## src/verilog/ads_defs.svh

```systemverilog
`ifndef ADS_DEFS_SVH
`define ADS_DEFS_SVH

// SPI clock divider
// System clocks per SCLK half period, 2 or more
`define ADS_CLKS_PER_HALF_BIT 2

// Data widths
`define ADS_BYTE_W 8 // One SPI byte
`define ADS_SAMPLE_W 24 // Status word or one channel sample

// RDATAC frame: status + ch1 + ch2, 3 bytes each
`define ADS_FRAME_BYTES 9

// CSN stays low this many clocks after the last byte (device wants >= 4 tCLK)
`define ADS_CSN_HOLD 8

// Keep-out after DRDY before SDATAC may go out
`define ADS_SDATAC_GUARD 4

`endif
```

## src/verilog/ads_cmd_pkg.sv

```systemverilog
`include "ads_defs.svh"

package ads_cmd_pkg;

	// Host control code, held as a level by the host
	typedef enum logic [2:0] {
		CTRL_IDLE   = 3'd0, // Nothing to do
		CTRL_SYSCMD = 3'd1, // System command byte or pin action
		CTRL_WREG   = 3'd2, // Single register write
		CTRL_RREG   = 3'd3, // Single register read
		CTRL_RDATAC = 3'd4, // Enter read data continuous
		CTRL_SDATAC = 3'd5  // Leave continuous mode, only between frames
	} ads_ctrl_e;

	// System command opcodes
	localparam logic [`ADS_BYTE_W-1:0] CMD_RESET  = 8'h06; // Done on PWDN/RESET pin
	localparam logic [`ADS_BYTE_W-1:0] CMD_START  = 8'h08; // Done on START pin
	localparam logic [`ADS_BYTE_W-1:0] CMD_STOP   = 8'h0A; // Done on START pin
	localparam logic [`ADS_BYTE_W-1:0] CMD_RDATAC = 8'h10;
	localparam logic [`ADS_BYTE_W-1:0] CMD_SDATAC = 8'h11;

	// Register access, first byte is {op, addr[4:0]}
	localparam logic [2:0] OP_RREG = 3'b001;
	localparam logic [2:0] OP_WREG = 3'b010;

	// Second byte holds register count minus one
	localparam logic [`ADS_BYTE_W-1:0] OP_NUM_ONE = 8'h00;

endpackage

```

## src/verilog/ads_bus_pkg.sv

```systemverilog
`include "ads_defs.svh"

package ads_bus_pkg;

	// Host request, sampled only while the sequencer is idle
	typedef struct packed {
		ads_cmd_pkg::ads_ctrl_e   ctrl;  // What to do
		logic [`ADS_BYTE_W-1:0]   cmd;   // SYSCMD opcode
		logic [`ADS_BYTE_W-1:0]   addr;  // Register address, low 5 bits used
		logic [`ADS_BYTE_W-1:0]   wdata; // WREG payload
	} ads_host_req_t;

	// Result word
	// MSB byte first off the wire lands in status[23:16]
	// RREG byte sits in ch2[7:0], rest zero
	typedef struct packed {
		logic [`ADS_SAMPLE_W-1:0] status;
		logic [`ADS_SAMPLE_W-1:0] ch1;
		logic [`ADS_SAMPLE_W-1:0] ch2;
	} ads_frame_t;

	// One byte handed to the SPI engine
	typedef struct packed {
		logic                   valid; // Single cycle strobe, only while engine ready
		logic [`ADS_BYTE_W-1:0] data;  // Byte for MOSI, MSB first
	} spi_xfer_t;

endpackage

```

## src/verilog/ads1292_ctrl_top.sv

```systemverilog
`include "ads_defs.svh"

// Host controller for the two channel ECG ADC
module ads1292_ctrl_top (
	input  logic                       clk,
	input  logic                       rstn,
	input  ads_bus_pkg::ads_host_req_t i_host,
	output ads_bus_pkg::ads_frame_t    o_frame,
	output logic                       o_frame_valid,
	output logic                       o_busy,
	output logic                       o_spi_sclk,
	output logic                       o_spi_mosi,
	output logic                       o_spi_csn,
	output logic                       o_start,
	output logic                       o_pwdn_n, // Active low power down / reset
	input  logic                       i_spi_miso,
	input  logic                       i_drdy_n
);

	ads_bus_pkg::spi_xfer_t xfer; // Sequencer to engine
	logic                   tx_ready;
	logic                   rx_valid;
	logic [`ADS_BYTE_W-1:0] rx_byte;
	logic                   clear;
	logic                   capture;
	logic                   frame_done;

	ads_sequencer u_seq (
		.clk(clk),
		.rstn(rstn),
		.i_host(i_host),
		.i_drdy_n(i_drdy_n),
		.i_tx_ready(tx_ready),
		.i_rx_valid(rx_valid),
		.i_frame_done(frame_done),
		.o_xfer(xfer),
		.o_clear(clear),
		.o_capture(capture),
		.o_frame_valid(o_frame_valid),
		.o_busy(o_busy),
		.o_spi_csn(o_spi_csn),
		.o_start(o_start),
		.o_pwdn_n(o_pwdn_n)
	);

	spi_byte_engine u_spi (
		.clk(clk),
		.rstn(rstn),
		.i_xfer(xfer),
		.i_spi_miso(i_spi_miso),
		.o_tx_ready(tx_ready),
		.o_rx_valid(rx_valid),
		.o_rx_byte(rx_byte),
		.o_spi_sclk(o_spi_sclk),
		.o_spi_mosi(o_spi_mosi)
	);

	// Bytes land here only while capture is up
	ecg_frame_assembler u_asm (
		.clk(clk),
		.rstn(rstn),
		.i_clear(clear),
		.i_capture(capture),
		.i_rx_valid(rx_valid),
		.i_rx_byte(rx_byte),
		.o_frame(o_frame),
		.o_frame_done(frame_done)
	);

endmodule

```

## src/verilog/ads_sequencer.sv

```systemverilog
`include "ads_defs.svh"

// Command, register and continuous read FSM
module ads_sequencer (
	input  logic                       clk,
	input  logic                       rstn,
	input  ads_bus_pkg::ads_host_req_t i_host,
	input  logic                       i_drdy_n,
	input  logic                       i_tx_ready,
	input  logic                       i_rx_valid,
	input  logic                       i_frame_done,
	output ads_bus_pkg::spi_xfer_t     o_xfer,
	output logic                       o_clear,
	output logic                       o_capture,
	output logic                       o_frame_valid,
	output logic                       o_busy,
	output logic                       o_spi_csn,
	output logic                       o_start,
	output logic                       o_pwdn_n
);

	localparam int CNT_MAX = (`ADS_CSN_HOLD > `ADS_SDATAC_GUARD) ?
		`ADS_CSN_HOLD : `ADS_SDATAC_GUARD;
	localparam int CNT_W = $clog2(CNT_MAX + 1);

	typedef enum logic [3:0] {
		S_IDLE,
		S_PIN,       // Pin command, release reset and finish
		S_CMD,       // Other system command byte
		S_WR_OP,
		S_WR_NUM,
		S_WR_DATA,
		S_RD_OP,
		S_RD_NUM,
		S_RD_DATA,   // Dummy byte, reply captured
		S_RDC_OP,    // RDATAC opcode
		S_RDC_WAIT,  // Between frames, SDATAC accepted here
		S_RDC_BYTE,  // Dummy byte of a frame
		S_RDC_CHK,   // Frame complete or next byte
		S_SDC_GUARD, // Keep-out after DRDY
		S_SDC_OP,    // SDATAC opcode
		S_HOLD       // CSN low tail
	} state_e;

	state_e                 state;
	logic                   sent;      // Byte of this state is in flight
	logic                   byte_done; // In-flight byte finished
	logic                   is_byte;   // State shifts a byte
	logic [`ADS_BYTE_W-1:0] tx_data;
	logic [CNT_W-1:0]       cnt;       // CSN hold and SDATAC guard
	logic                   drdy_q;
	logic                   drdy_fall;
	logic [`ADS_BYTE_W-1:0] cmd_q;
	logic [`ADS_BYTE_W-1:0] addr_q;
	logic [`ADS_BYTE_W-1:0] wdata_q;

	assign drdy_fall = drdy_q && !i_drdy_n;
	assign byte_done = sent && i_rx_valid;

	// Byte to shift for each byte state
	always_comb begin
		is_byte = 1'b1;
		tx_data = '0; // Dummy for reads
		case (state)
			S_CMD:     tx_data = cmd_q;
			S_WR_OP:   tx_data = {ads_cmd_pkg::OP_WREG, addr_q[4:0]};
			S_WR_NUM:  tx_data = ads_cmd_pkg::OP_NUM_ONE;
			S_WR_DATA: tx_data = wdata_q;
			S_RD_OP:   tx_data = {ads_cmd_pkg::OP_RREG, addr_q[4:0]};
			S_RD_NUM:  tx_data = ads_cmd_pkg::OP_NUM_ONE;
			S_RD_DATA,
			S_RDC_BYTE: tx_data = '0;
			S_RDC_OP:  tx_data = ads_cmd_pkg::CMD_RDATAC;
			S_SDC_OP:  tx_data = ads_cmd_pkg::CMD_SDATAC;
			default:   is_byte = 1'b0;
		endcase
	end

	assign o_xfer.valid = is_byte && !sent && i_tx_ready; // One strobe per state
	assign o_xfer.data  = tx_data;
	assign o_capture    = (state == S_RD_DATA) || (state == S_RDC_BYTE) ||
		(state == S_RDC_CHK); // Held across a whole frame

	// Request fields, only taken at idle
	always_ff @(posedge clk) begin
		if (state == S_IDLE) begin
			cmd_q   <= i_host.cmd;
			addr_q  <= i_host.addr;
			wdata_q <= i_host.wdata;
		end
	end

	always_ff @(posedge clk or negedge rstn) begin
		if (!rstn) begin
			state         <= S_IDLE;
			sent          <= 1'b0;
			cnt           <= '0;
			drdy_q        <= 1'b1;
			o_clear       <= 1'b0;
			o_frame_valid <= 1'b0;
			o_busy        <= 1'b0;
			o_spi_csn     <= 1'b1;
			o_start       <= 1'b0;
			o_pwdn_n      <= 1'b1;
		end else begin
			drdy_q        <= i_drdy_n;
			o_clear       <= 1'b0;
			o_frame_valid <= 1'b0;
			cnt           <= '0; // Counting states override
			if (o_xfer.valid)
				sent <= 1'b1;
			else if (i_rx_valid)
				sent <= 1'b0;

			case (state)
				S_IDLE: begin
					case (i_host.ctrl)
						ads_cmd_pkg::CTRL_SYSCMD: begin
							o_busy <= 1'b1;
							state  <= S_PIN;
							if (i_host.cmd == ads_cmd_pkg::CMD_START)
								o_start <= 1'b1;
							else if (i_host.cmd == ads_cmd_pkg::CMD_STOP)
								o_start <= 1'b0;
							else if (i_host.cmd == ads_cmd_pkg::CMD_RESET)
								o_pwdn_n <= 1'b0; // One clock reset pulse
							else begin
								o_spi_csn <= 1'b0; // Goes out over SPI
								state     <= S_CMD;
							end
						end
						ads_cmd_pkg::CTRL_WREG: begin
							o_busy    <= 1'b1;
							o_spi_csn <= 1'b0;
							state     <= S_WR_OP;
						end
						ads_cmd_pkg::CTRL_RREG: begin
							o_busy    <= 1'b1;
							o_spi_csn <= 1'b0;
							o_clear   <= 1'b1; // Result is the read byte only
							state     <= S_RD_OP;
						end
						ads_cmd_pkg::CTRL_RDATAC: begin
							o_busy    <= 1'b1;
							o_spi_csn <= 1'b0; // Low for the whole mode
							state     <= S_RDC_OP;
						end
						default: ; // SDATAC means nothing outside continuous mode
					endcase
				end
				S_PIN: begin
					o_pwdn_n <= 1'b1;
					o_busy   <= 1'b0;
					state    <= S_IDLE;
				end
				S_CMD:     if (byte_done) state <= S_HOLD;
				S_WR_OP:   if (byte_done) state <= S_WR_NUM;
				S_WR_NUM:  if (byte_done) state <= S_WR_DATA;
				S_WR_DATA: if (byte_done) state <= S_HOLD;
				S_RD_OP:   if (byte_done) state <= S_RD_NUM;
				S_RD_NUM:  if (byte_done) state <= S_RD_DATA;
				S_RD_DATA: if (byte_done) state <= S_HOLD;
				S_RDC_OP: begin
					if (byte_done) begin
						o_start <= 1'b1; // Conversions run from here on
						state   <= S_RDC_WAIT;
					end
				end
				S_RDC_WAIT: begin
					if (drdy_fall) begin
						o_clear <= 1'b1;
						state   <= S_RDC_BYTE;
					end else if (i_host.ctrl == ads_cmd_pkg::CTRL_SDATAC) begin
						state <= S_SDC_GUARD;
					end
				end
				S_RDC_BYTE: if (byte_done) state <= S_RDC_CHK;
				S_RDC_CHK: begin
					if (i_frame_done) begin
						o_frame_valid <= 1'b1; // Frame already on o_frame
						state         <= S_RDC_WAIT;
					end else begin
						state <= S_RDC_BYTE;
					end
				end
				S_SDC_GUARD: begin
					// Restart count while DRDY is low
					if (i_drdy_n) begin
						cnt <= cnt + 1'b1;
						if (cnt == CNT_W'(`ADS_SDATAC_GUARD - 1))
							state <= S_SDC_OP;
					end
				end
				S_SDC_OP: begin
					if (byte_done) begin
						o_start <= 1'b0;
						state   <= S_HOLD;
					end
				end
				S_HOLD: begin
					cnt <= cnt + 1'b1;
					if (cnt == CNT_W'(`ADS_CSN_HOLD - 1)) begin
						o_spi_csn <= 1'b1;
						o_busy    <= 1'b0; // Falling busy ends the request
						state     <= S_IDLE;
					end
				end
				default: state <= S_IDLE;
			endcase
		end
	end

endmodule

```

## src/verilog/ecg_frame_assembler.sv

```systemverilog
`include "ads_defs.svh"

// Collects received bytes into the 72 bit result
module ecg_frame_assembler (
	input  logic                    clk,
	input  logic                    rstn,
	input  logic                    i_clear,   // Zero shift register and count
	input  logic                    i_capture, // Received bytes belong to the result
	input  logic                    i_rx_valid,
	input  logic [`ADS_BYTE_W-1:0]  i_rx_byte,
	output ads_bus_pkg::ads_frame_t o_frame,
	output logic                    o_frame_done
);

	localparam int FRAME_W = $bits(ads_bus_pkg::ads_frame_t);
	localparam int CNT_W   = $clog2(`ADS_FRAME_BYTES);

	logic [FRAME_W-1:0] shift_q;
	logic [FRAME_W-1:0] shift_next;
	logic [CNT_W-1:0]   byte_cnt;
	logic               take;
	logic               capture_q;

	assign take       = i_capture && i_rx_valid;
	assign shift_next = {shift_q[FRAME_W-`ADS_BYTE_W-1:0], i_rx_byte}; // In from low end

	always_ff @(posedge clk) begin
		if (i_clear)
			shift_q <= '0;
		else if (take)
			shift_q <= shift_next;
	end

	// Output only moves when a frame completes or capture ends (RREG)
	always_ff @(posedge clk or negedge rstn) begin
		if (!rstn) begin
			byte_cnt     <= '0;
			capture_q    <= 1'b0;
			o_frame_done <= 1'b0;
			o_frame      <= '0;
		end else begin
			capture_q    <= i_capture;
			o_frame_done <= 1'b0;
			if (i_clear) begin
				byte_cnt <= '0;
			end else if (take) begin
				if (byte_cnt == CNT_W'(`ADS_FRAME_BYTES - 1)) begin
					byte_cnt     <= '0;
					o_frame      <= shift_next; // Ninth byte, whole frame
					o_frame_done <= 1'b1;
				end else begin
					byte_cnt <= byte_cnt + 1'b1;
				end
			end else if (capture_q && !i_capture) begin
				o_frame <= shift_q; // Short capture, zeros above
			end
		end
	end

endmodule

```

## src/verilog/spi_byte_engine.sv

```systemverilog
`include "ads_defs.svh"

// Mode 0 SPI master, one byte per request
module spi_byte_engine (
	input  logic                   clk,
	input  logic                   rstn,
	input  ads_bus_pkg::spi_xfer_t i_xfer,
	input  logic                   i_spi_miso,
	output logic                   o_tx_ready,
	output logic                   o_rx_valid,
	output logic [`ADS_BYTE_W-1:0] o_rx_byte,
	output logic                   o_spi_sclk,
	output logic                   o_spi_mosi
);

	localparam int DIV_W  = $clog2(`ADS_CLKS_PER_HALF_BIT);
	localparam int EDGES  = 2 * `ADS_BYTE_W; // Rise and fall per bit
	localparam int EDGE_W = $clog2(EDGES + 1);
	localparam logic [DIV_W-1:0] DIV_LAST = DIV_W'(`ADS_CLKS_PER_HALF_BIT - 1);

	logic [DIV_W-1:0]       div_cnt;  // Clocks inside current half bit
	logic [EDGE_W-1:0]      edge_cnt; // SCLK edges still to make, 0 when idle
	logic [`ADS_BYTE_W-1:0] tx_shift; // MSB drives MOSI
	logic [`ADS_BYTE_W-1:0] rx_shift;
	logic                   start;
	logic                   half_tick; // SCLK toggles this cycle

	assign start     = i_xfer.valid && o_tx_ready;
	assign half_tick = (edge_cnt != '0) && (div_cnt == DIV_LAST);

	// Divider, edge count and handshake
	always_ff @(posedge clk or negedge rstn) begin
		if (!rstn) begin
			o_tx_ready <= 1'b1;
			o_rx_valid <= 1'b0;
			o_spi_sclk <= 1'b0; // CPOL 0
			div_cnt    <= '0;
			edge_cnt   <= '0;
		end else begin
			o_rx_valid <= 1'b0;
			if (start) begin
				o_tx_ready <= 1'b0;
				div_cnt    <= '0;
				edge_cnt   <= EDGE_W'(EDGES);
			end else if (half_tick) begin
				div_cnt    <= '0;
				o_spi_sclk <= ~o_spi_sclk;
				edge_cnt   <= edge_cnt - 1'b1;
				if (edge_cnt == EDGE_W'(1)) begin // Last falling edge
					o_rx_valid <= 1'b1;
					o_tx_ready <= 1'b1; // Next byte may follow at once
				end
			end else if (edge_cnt != '0) begin
				div_cnt <= div_cnt + 1'b1;
			end
		end
	end

	// Shift registers
	// MOSI changes on falling SCLK, MISO taken on rising SCLK
	always_ff @(posedge clk) begin
		if (start)
			tx_shift <= i_xfer.data; // Bit 7 set up a half bit before first rise
		else if (half_tick && o_spi_sclk)
			tx_shift <= {tx_shift[`ADS_BYTE_W-2:0], 1'b0};
		if (half_tick && !o_spi_sclk)
			rx_shift <= {rx_shift[`ADS_BYTE_W-2:0], i_spi_miso};
	end

	assign o_spi_mosi = tx_shift[`ADS_BYTE_W-1];
	assign o_rx_byte  = rx_shift; // Stable while rx_valid is high

endmodule

```

## config.mk

```make
export PLATFORM = sky130hd
export DESIGN_NAME = ads1292_ctrl_top
export DESIGN_NICKNAME = d
export VERILOG_FILES = /design/src/verilog/ads_cmd_pkg.sv /design/src/verilog/ads_bus_pkg.sv /design/src/verilog/ads1292_ctrl_top.sv /design/src/verilog/ads_sequencer.sv /design/src/verilog/ecg_frame_assembler.sv /design/src/verilog/spi_byte_engine.sv
export VERILOG_INCLUDE_DIRS = /design/src /design/src/verilog
export SDC_FILE = /design/constraint.sdc
export NUM_CORES = 1
export LEC_CHECK = 0
export BUFFER_PORTS_ARGS = -buffer_cell sky130_fd_sc_hd__buf_2
export CAP_MARGIN = 20
export CORE_MARGIN = 10
export CORE_UTILIZATION = 50
export DETAILED_ROUTE_END_ITERATION = 8
export GPL_ROUTABILITY_DRIVEN = 0
export GPL_TIMING_DRIVEN = 0
export HOLD_SLACK_MARGIN = 0.08
export PLACE_DENSITY_LB_ADDON = 0.12
export SLEW_MARGIN = 20
export SYNTH_ARGS = -nofsm -noshare
export SYNTH_HDL_FRONTEND = slang
export SYNTH_SLANG_ARGS = --single-unit
```

## constraint.sdc

```tcl
create_clock -name clk -period 2.72 [get_ports clk]
set_clock_uncertainty 0.1 [all_clocks]
set_input_delay 0.544 -clock clk [delete_from_list [all_inputs] [get_ports clk]]
set_output_delay 0.544 -clock clk [all_outputs]
set_load 0.02 [all_outputs]
```

==> implementation parameters <==
Parameter                              Value

Outcome
  Run status    finished clean

Die
  Die Y    153.9 um
  Number of primary I/O pins    110
  X dimension of the die    approximately 150 um
  Die ar.    23690 um2
  Num rows    48
  Starting utilization of the core area    51.48%
  Placeable core region    17420 um2

Routing
  Drt drc    0
  Total length of routed wires    approximately 21 mm
  Initial DRC count    between 500 and 600
  Total vias in the final route    6073
  Final routed wire length divided by cell count    19.29 um
  Remaining antenna violation count    0
  Ratio of routed vias to standard cells    5.541
  Number of detailed-routing iterations run before antenna repair    5

Setup path
  Arrival time of the worst setup path    2.90 ns
  Crit path cell chain    buf_2 -> or2_1 -> a21oi_4 -> mux2i_4 -> clkbuf_1 -> o21ai_0 -> o31ai_1
  Max incr delay on CP    0.52 ns
  CP bufs+invs    2
  CP Class    register to register
  Startpoint kind of the worst setup timing path    register
  Crit path max-delay family    buffers and inverters
  Critical Path Sink Type    register
  Slowest cell on crit path    mux2i_4
  Highest fanout seen on the critical path    10
  Data required time of the worst path    around 3.0 ns

Synthesis
  Area contributors post-synth    dfrtp_1 (28%), dfxtp_1 (16%), edfxtp_1 (12%), mux2_4 (6.7%), mux2_2 (6.4%)
  Gate count after technology mapping    723
  Netlist area before placement    approximately 9000 um2
  Most frequent cell after synthesis    dfrtp_1
  Seq cells post-synth    approximately 210
  Post-synthesis area per instance    around 12 um2
  Number of enable flip-flop cells after synthesis    37
  Net count of the mapped netlist    760
  Portion of the post-synthesis area used by sequential elements    57.27%
  Synth Flop Type    dfrtp_1
  Fraction of synthesized cell area taken by the top area cell type    27.63%
  Most numerous cell types in the synthesized netlist    dfrtp_1 (99), dfxtp_1 (72), nor2b_1 (53), mux2_2 (51), nor2_1 (49)
  Area leader, netlist    dfrtp_1
  Library cells used by synthesis    66
  Count of synthesis-stage warnings from yosys    0
  Share of synthesized registers carrying an async set or reset    48.58%

STA
  Final-layout worst hold slack    0.1204 ns
  Count of final hold-check violations    0
  Maximum achievable frequency    384.5 MHz
  Slew at the pin closest to its max-slew limit    about 0.78 ns
  Sum of negative setup slack    0 ns
  Period utilization    between 90% and 100%
  RSZ-0062 raised after global routing    no
  Final-report max-slew violation count    0
  Final setup margin    0.1194 ns
  Minimum clock period after layout    2.601 ns
  Total setup violations reported at the end of the flow    0
  Worst-case headroom to the max-slew limit    between 40 and 50%

Global route
  Maximum number of pins on one net before global-route repair    60
  Via count of the first global-routing pass    6341
  Congestion Overflow GR    0
  Global router's overall resource usage    17.43%
  Initial antenna violation count    0
  Global-route wire length before repair    approximately 34 mm

Cells and area
  Design Area, Final    10590 um2
  Fraction of final layout cells with drive strength greater than 1    30.31%
  Net count reported at finish    893
  Cell Count, Final, Fillers Out    1096
  Area growth from synthesis to final layout    18.09%
  N_diodes    0
  Post-route core utilization    about 61%

Power
  Power density relative to cell area    602.2 nW/um2
  Post-route total power    6.376 mW
  Maximum ir drop on the vdd rail    544.7 uV
  Leakage power    4.982 nW

Clock network
  CTS tree    done
  Clock buffers created by TritonCTS    22
  Source-to-sink clock delay at the later pin of the worst-skew pair    0.50 ns
  Count of clock tree sinks    between 200 and 250
  Deepest clock path buffer count    3
  Deepest level of the CTS H-tree    1
  Clock-pin slew on the worst setup and hold paths    roughly 0.06 ns
  Clock Root Buffer    clkbuf_16

Placed design
  Number of instances in the placed design    1054
  Count of input and output buffers    105
  Area of placed instances    9807 um2
  Detailed Place HPWL    15.03 mm
  Pre-CTS setup slack    -0.2712 ns

Hold path
  Class of the tightest hold or removal check    primary input to register

Flow run
  Reported max-cap violation count    0
-- worst paths after layout --
| path | startpoint | endpoint | slack, ns | depth (start not counted) |
|---|---|---|---|---|
| setup / recovery | u_seq.state[0] | u_asm.o_frame[21] | 0.12 | 7 |
| hold / removal | i_host[5] | u_seq.wdata_q[5] | 0.12 | 1 |
| setup reg to reg | u_seq.state[0] | u_asm.o_frame[21] | 0.12 | 7 |
| hold reg to reg | u_spi.o_rx_byte[2] | u_spi.o_rx_byte[3] | 0.36 | 0 |
| max in group asynchronous | rstn | u_seq.o_pwdn_n | 1.38 | 3 |
| min in group asynchronous | rstn | u_asm.o_frame[29] | 0.43 | 2 |
-- layer usage --
layer / routed length, um / global-route usage (%)
met1: 9242 / 22.93
met2: 10090 / 28.55
met3: 1361 / 3.543
met4: 440 / 4.768
met5: 0 / 0
-- logic make-up after synthesis --
group                      Yosys count  share of synthesized area (%)
and+or+nand+nor                    179                          10.77
DFF                                212                          57.27
adders and majority gates            6                         0.8373
muxes                              123                          16.82
AOI/OAI and AO/OA                  129                          10.02
buffers and inverters               62                          3.112
xor gates and xnor gates            12                          1.172
-- what timing repair did --
action,CTS,global route
hold buffers,2,0
pin swaps,0,0
endpoints found under the hold margin,45,0
buffers inserted,0,0
endpoints found under the setup margin,3,4
gates cloned,0,1
resized for setup,1,0
-- registers in the layout, indices dropped and copies added (netlist names), 5 cells and up --
register and count:
u_asm.shift_q 72, u_seq.cmd_q 8, u_seq.addr_q 5, u_spi.o_rx_byte 8
u_asm.o_frame 72, u_seq.wdata_q 8, u_spi.edge_cnt 5, u_spi.tx_shift 8
-- layout by cell type, fill, tap and decap left out, types with 24 or more instances in the layout --
cell type	count
buf_2	117
o21ai_0	43
edfxtp_1	37
dfxtp_1	72
mux2_2	51
nor2_1	49
clkbuf_16	24
clkbuf_1	31
mux2i_1	31
o31ai_1	29
nor2b_1	53
dfrtp_1	99
mux2_4	40
-- layout make-up --
cell class	count	area, um2
Timing Repair Buffer	108	579.3
Clock buffer	33	674.4
Timing Repair inverter	1	5.005
Multi-Input combinational cell	449	3552
Sequential cell	212	5135
Buffer	46	219.0
Inverter	16	63.81
Clock inverter	6	77.57
Fill cell	1427	6829
Tap cell	225	281.5
-- where the power goes --
part	leakage (nW)	switching, mW	total [mW]	internal, mW
logic	2.31	0.0551	0.0841	0.0290
clock network	0.370	1.18	3.08	1.90
registers	2.30	0.000340	3.21	3.21
total	4.98	1.24	6.38	5.14
Note: power is estimated with default switching activity, not from simulation.
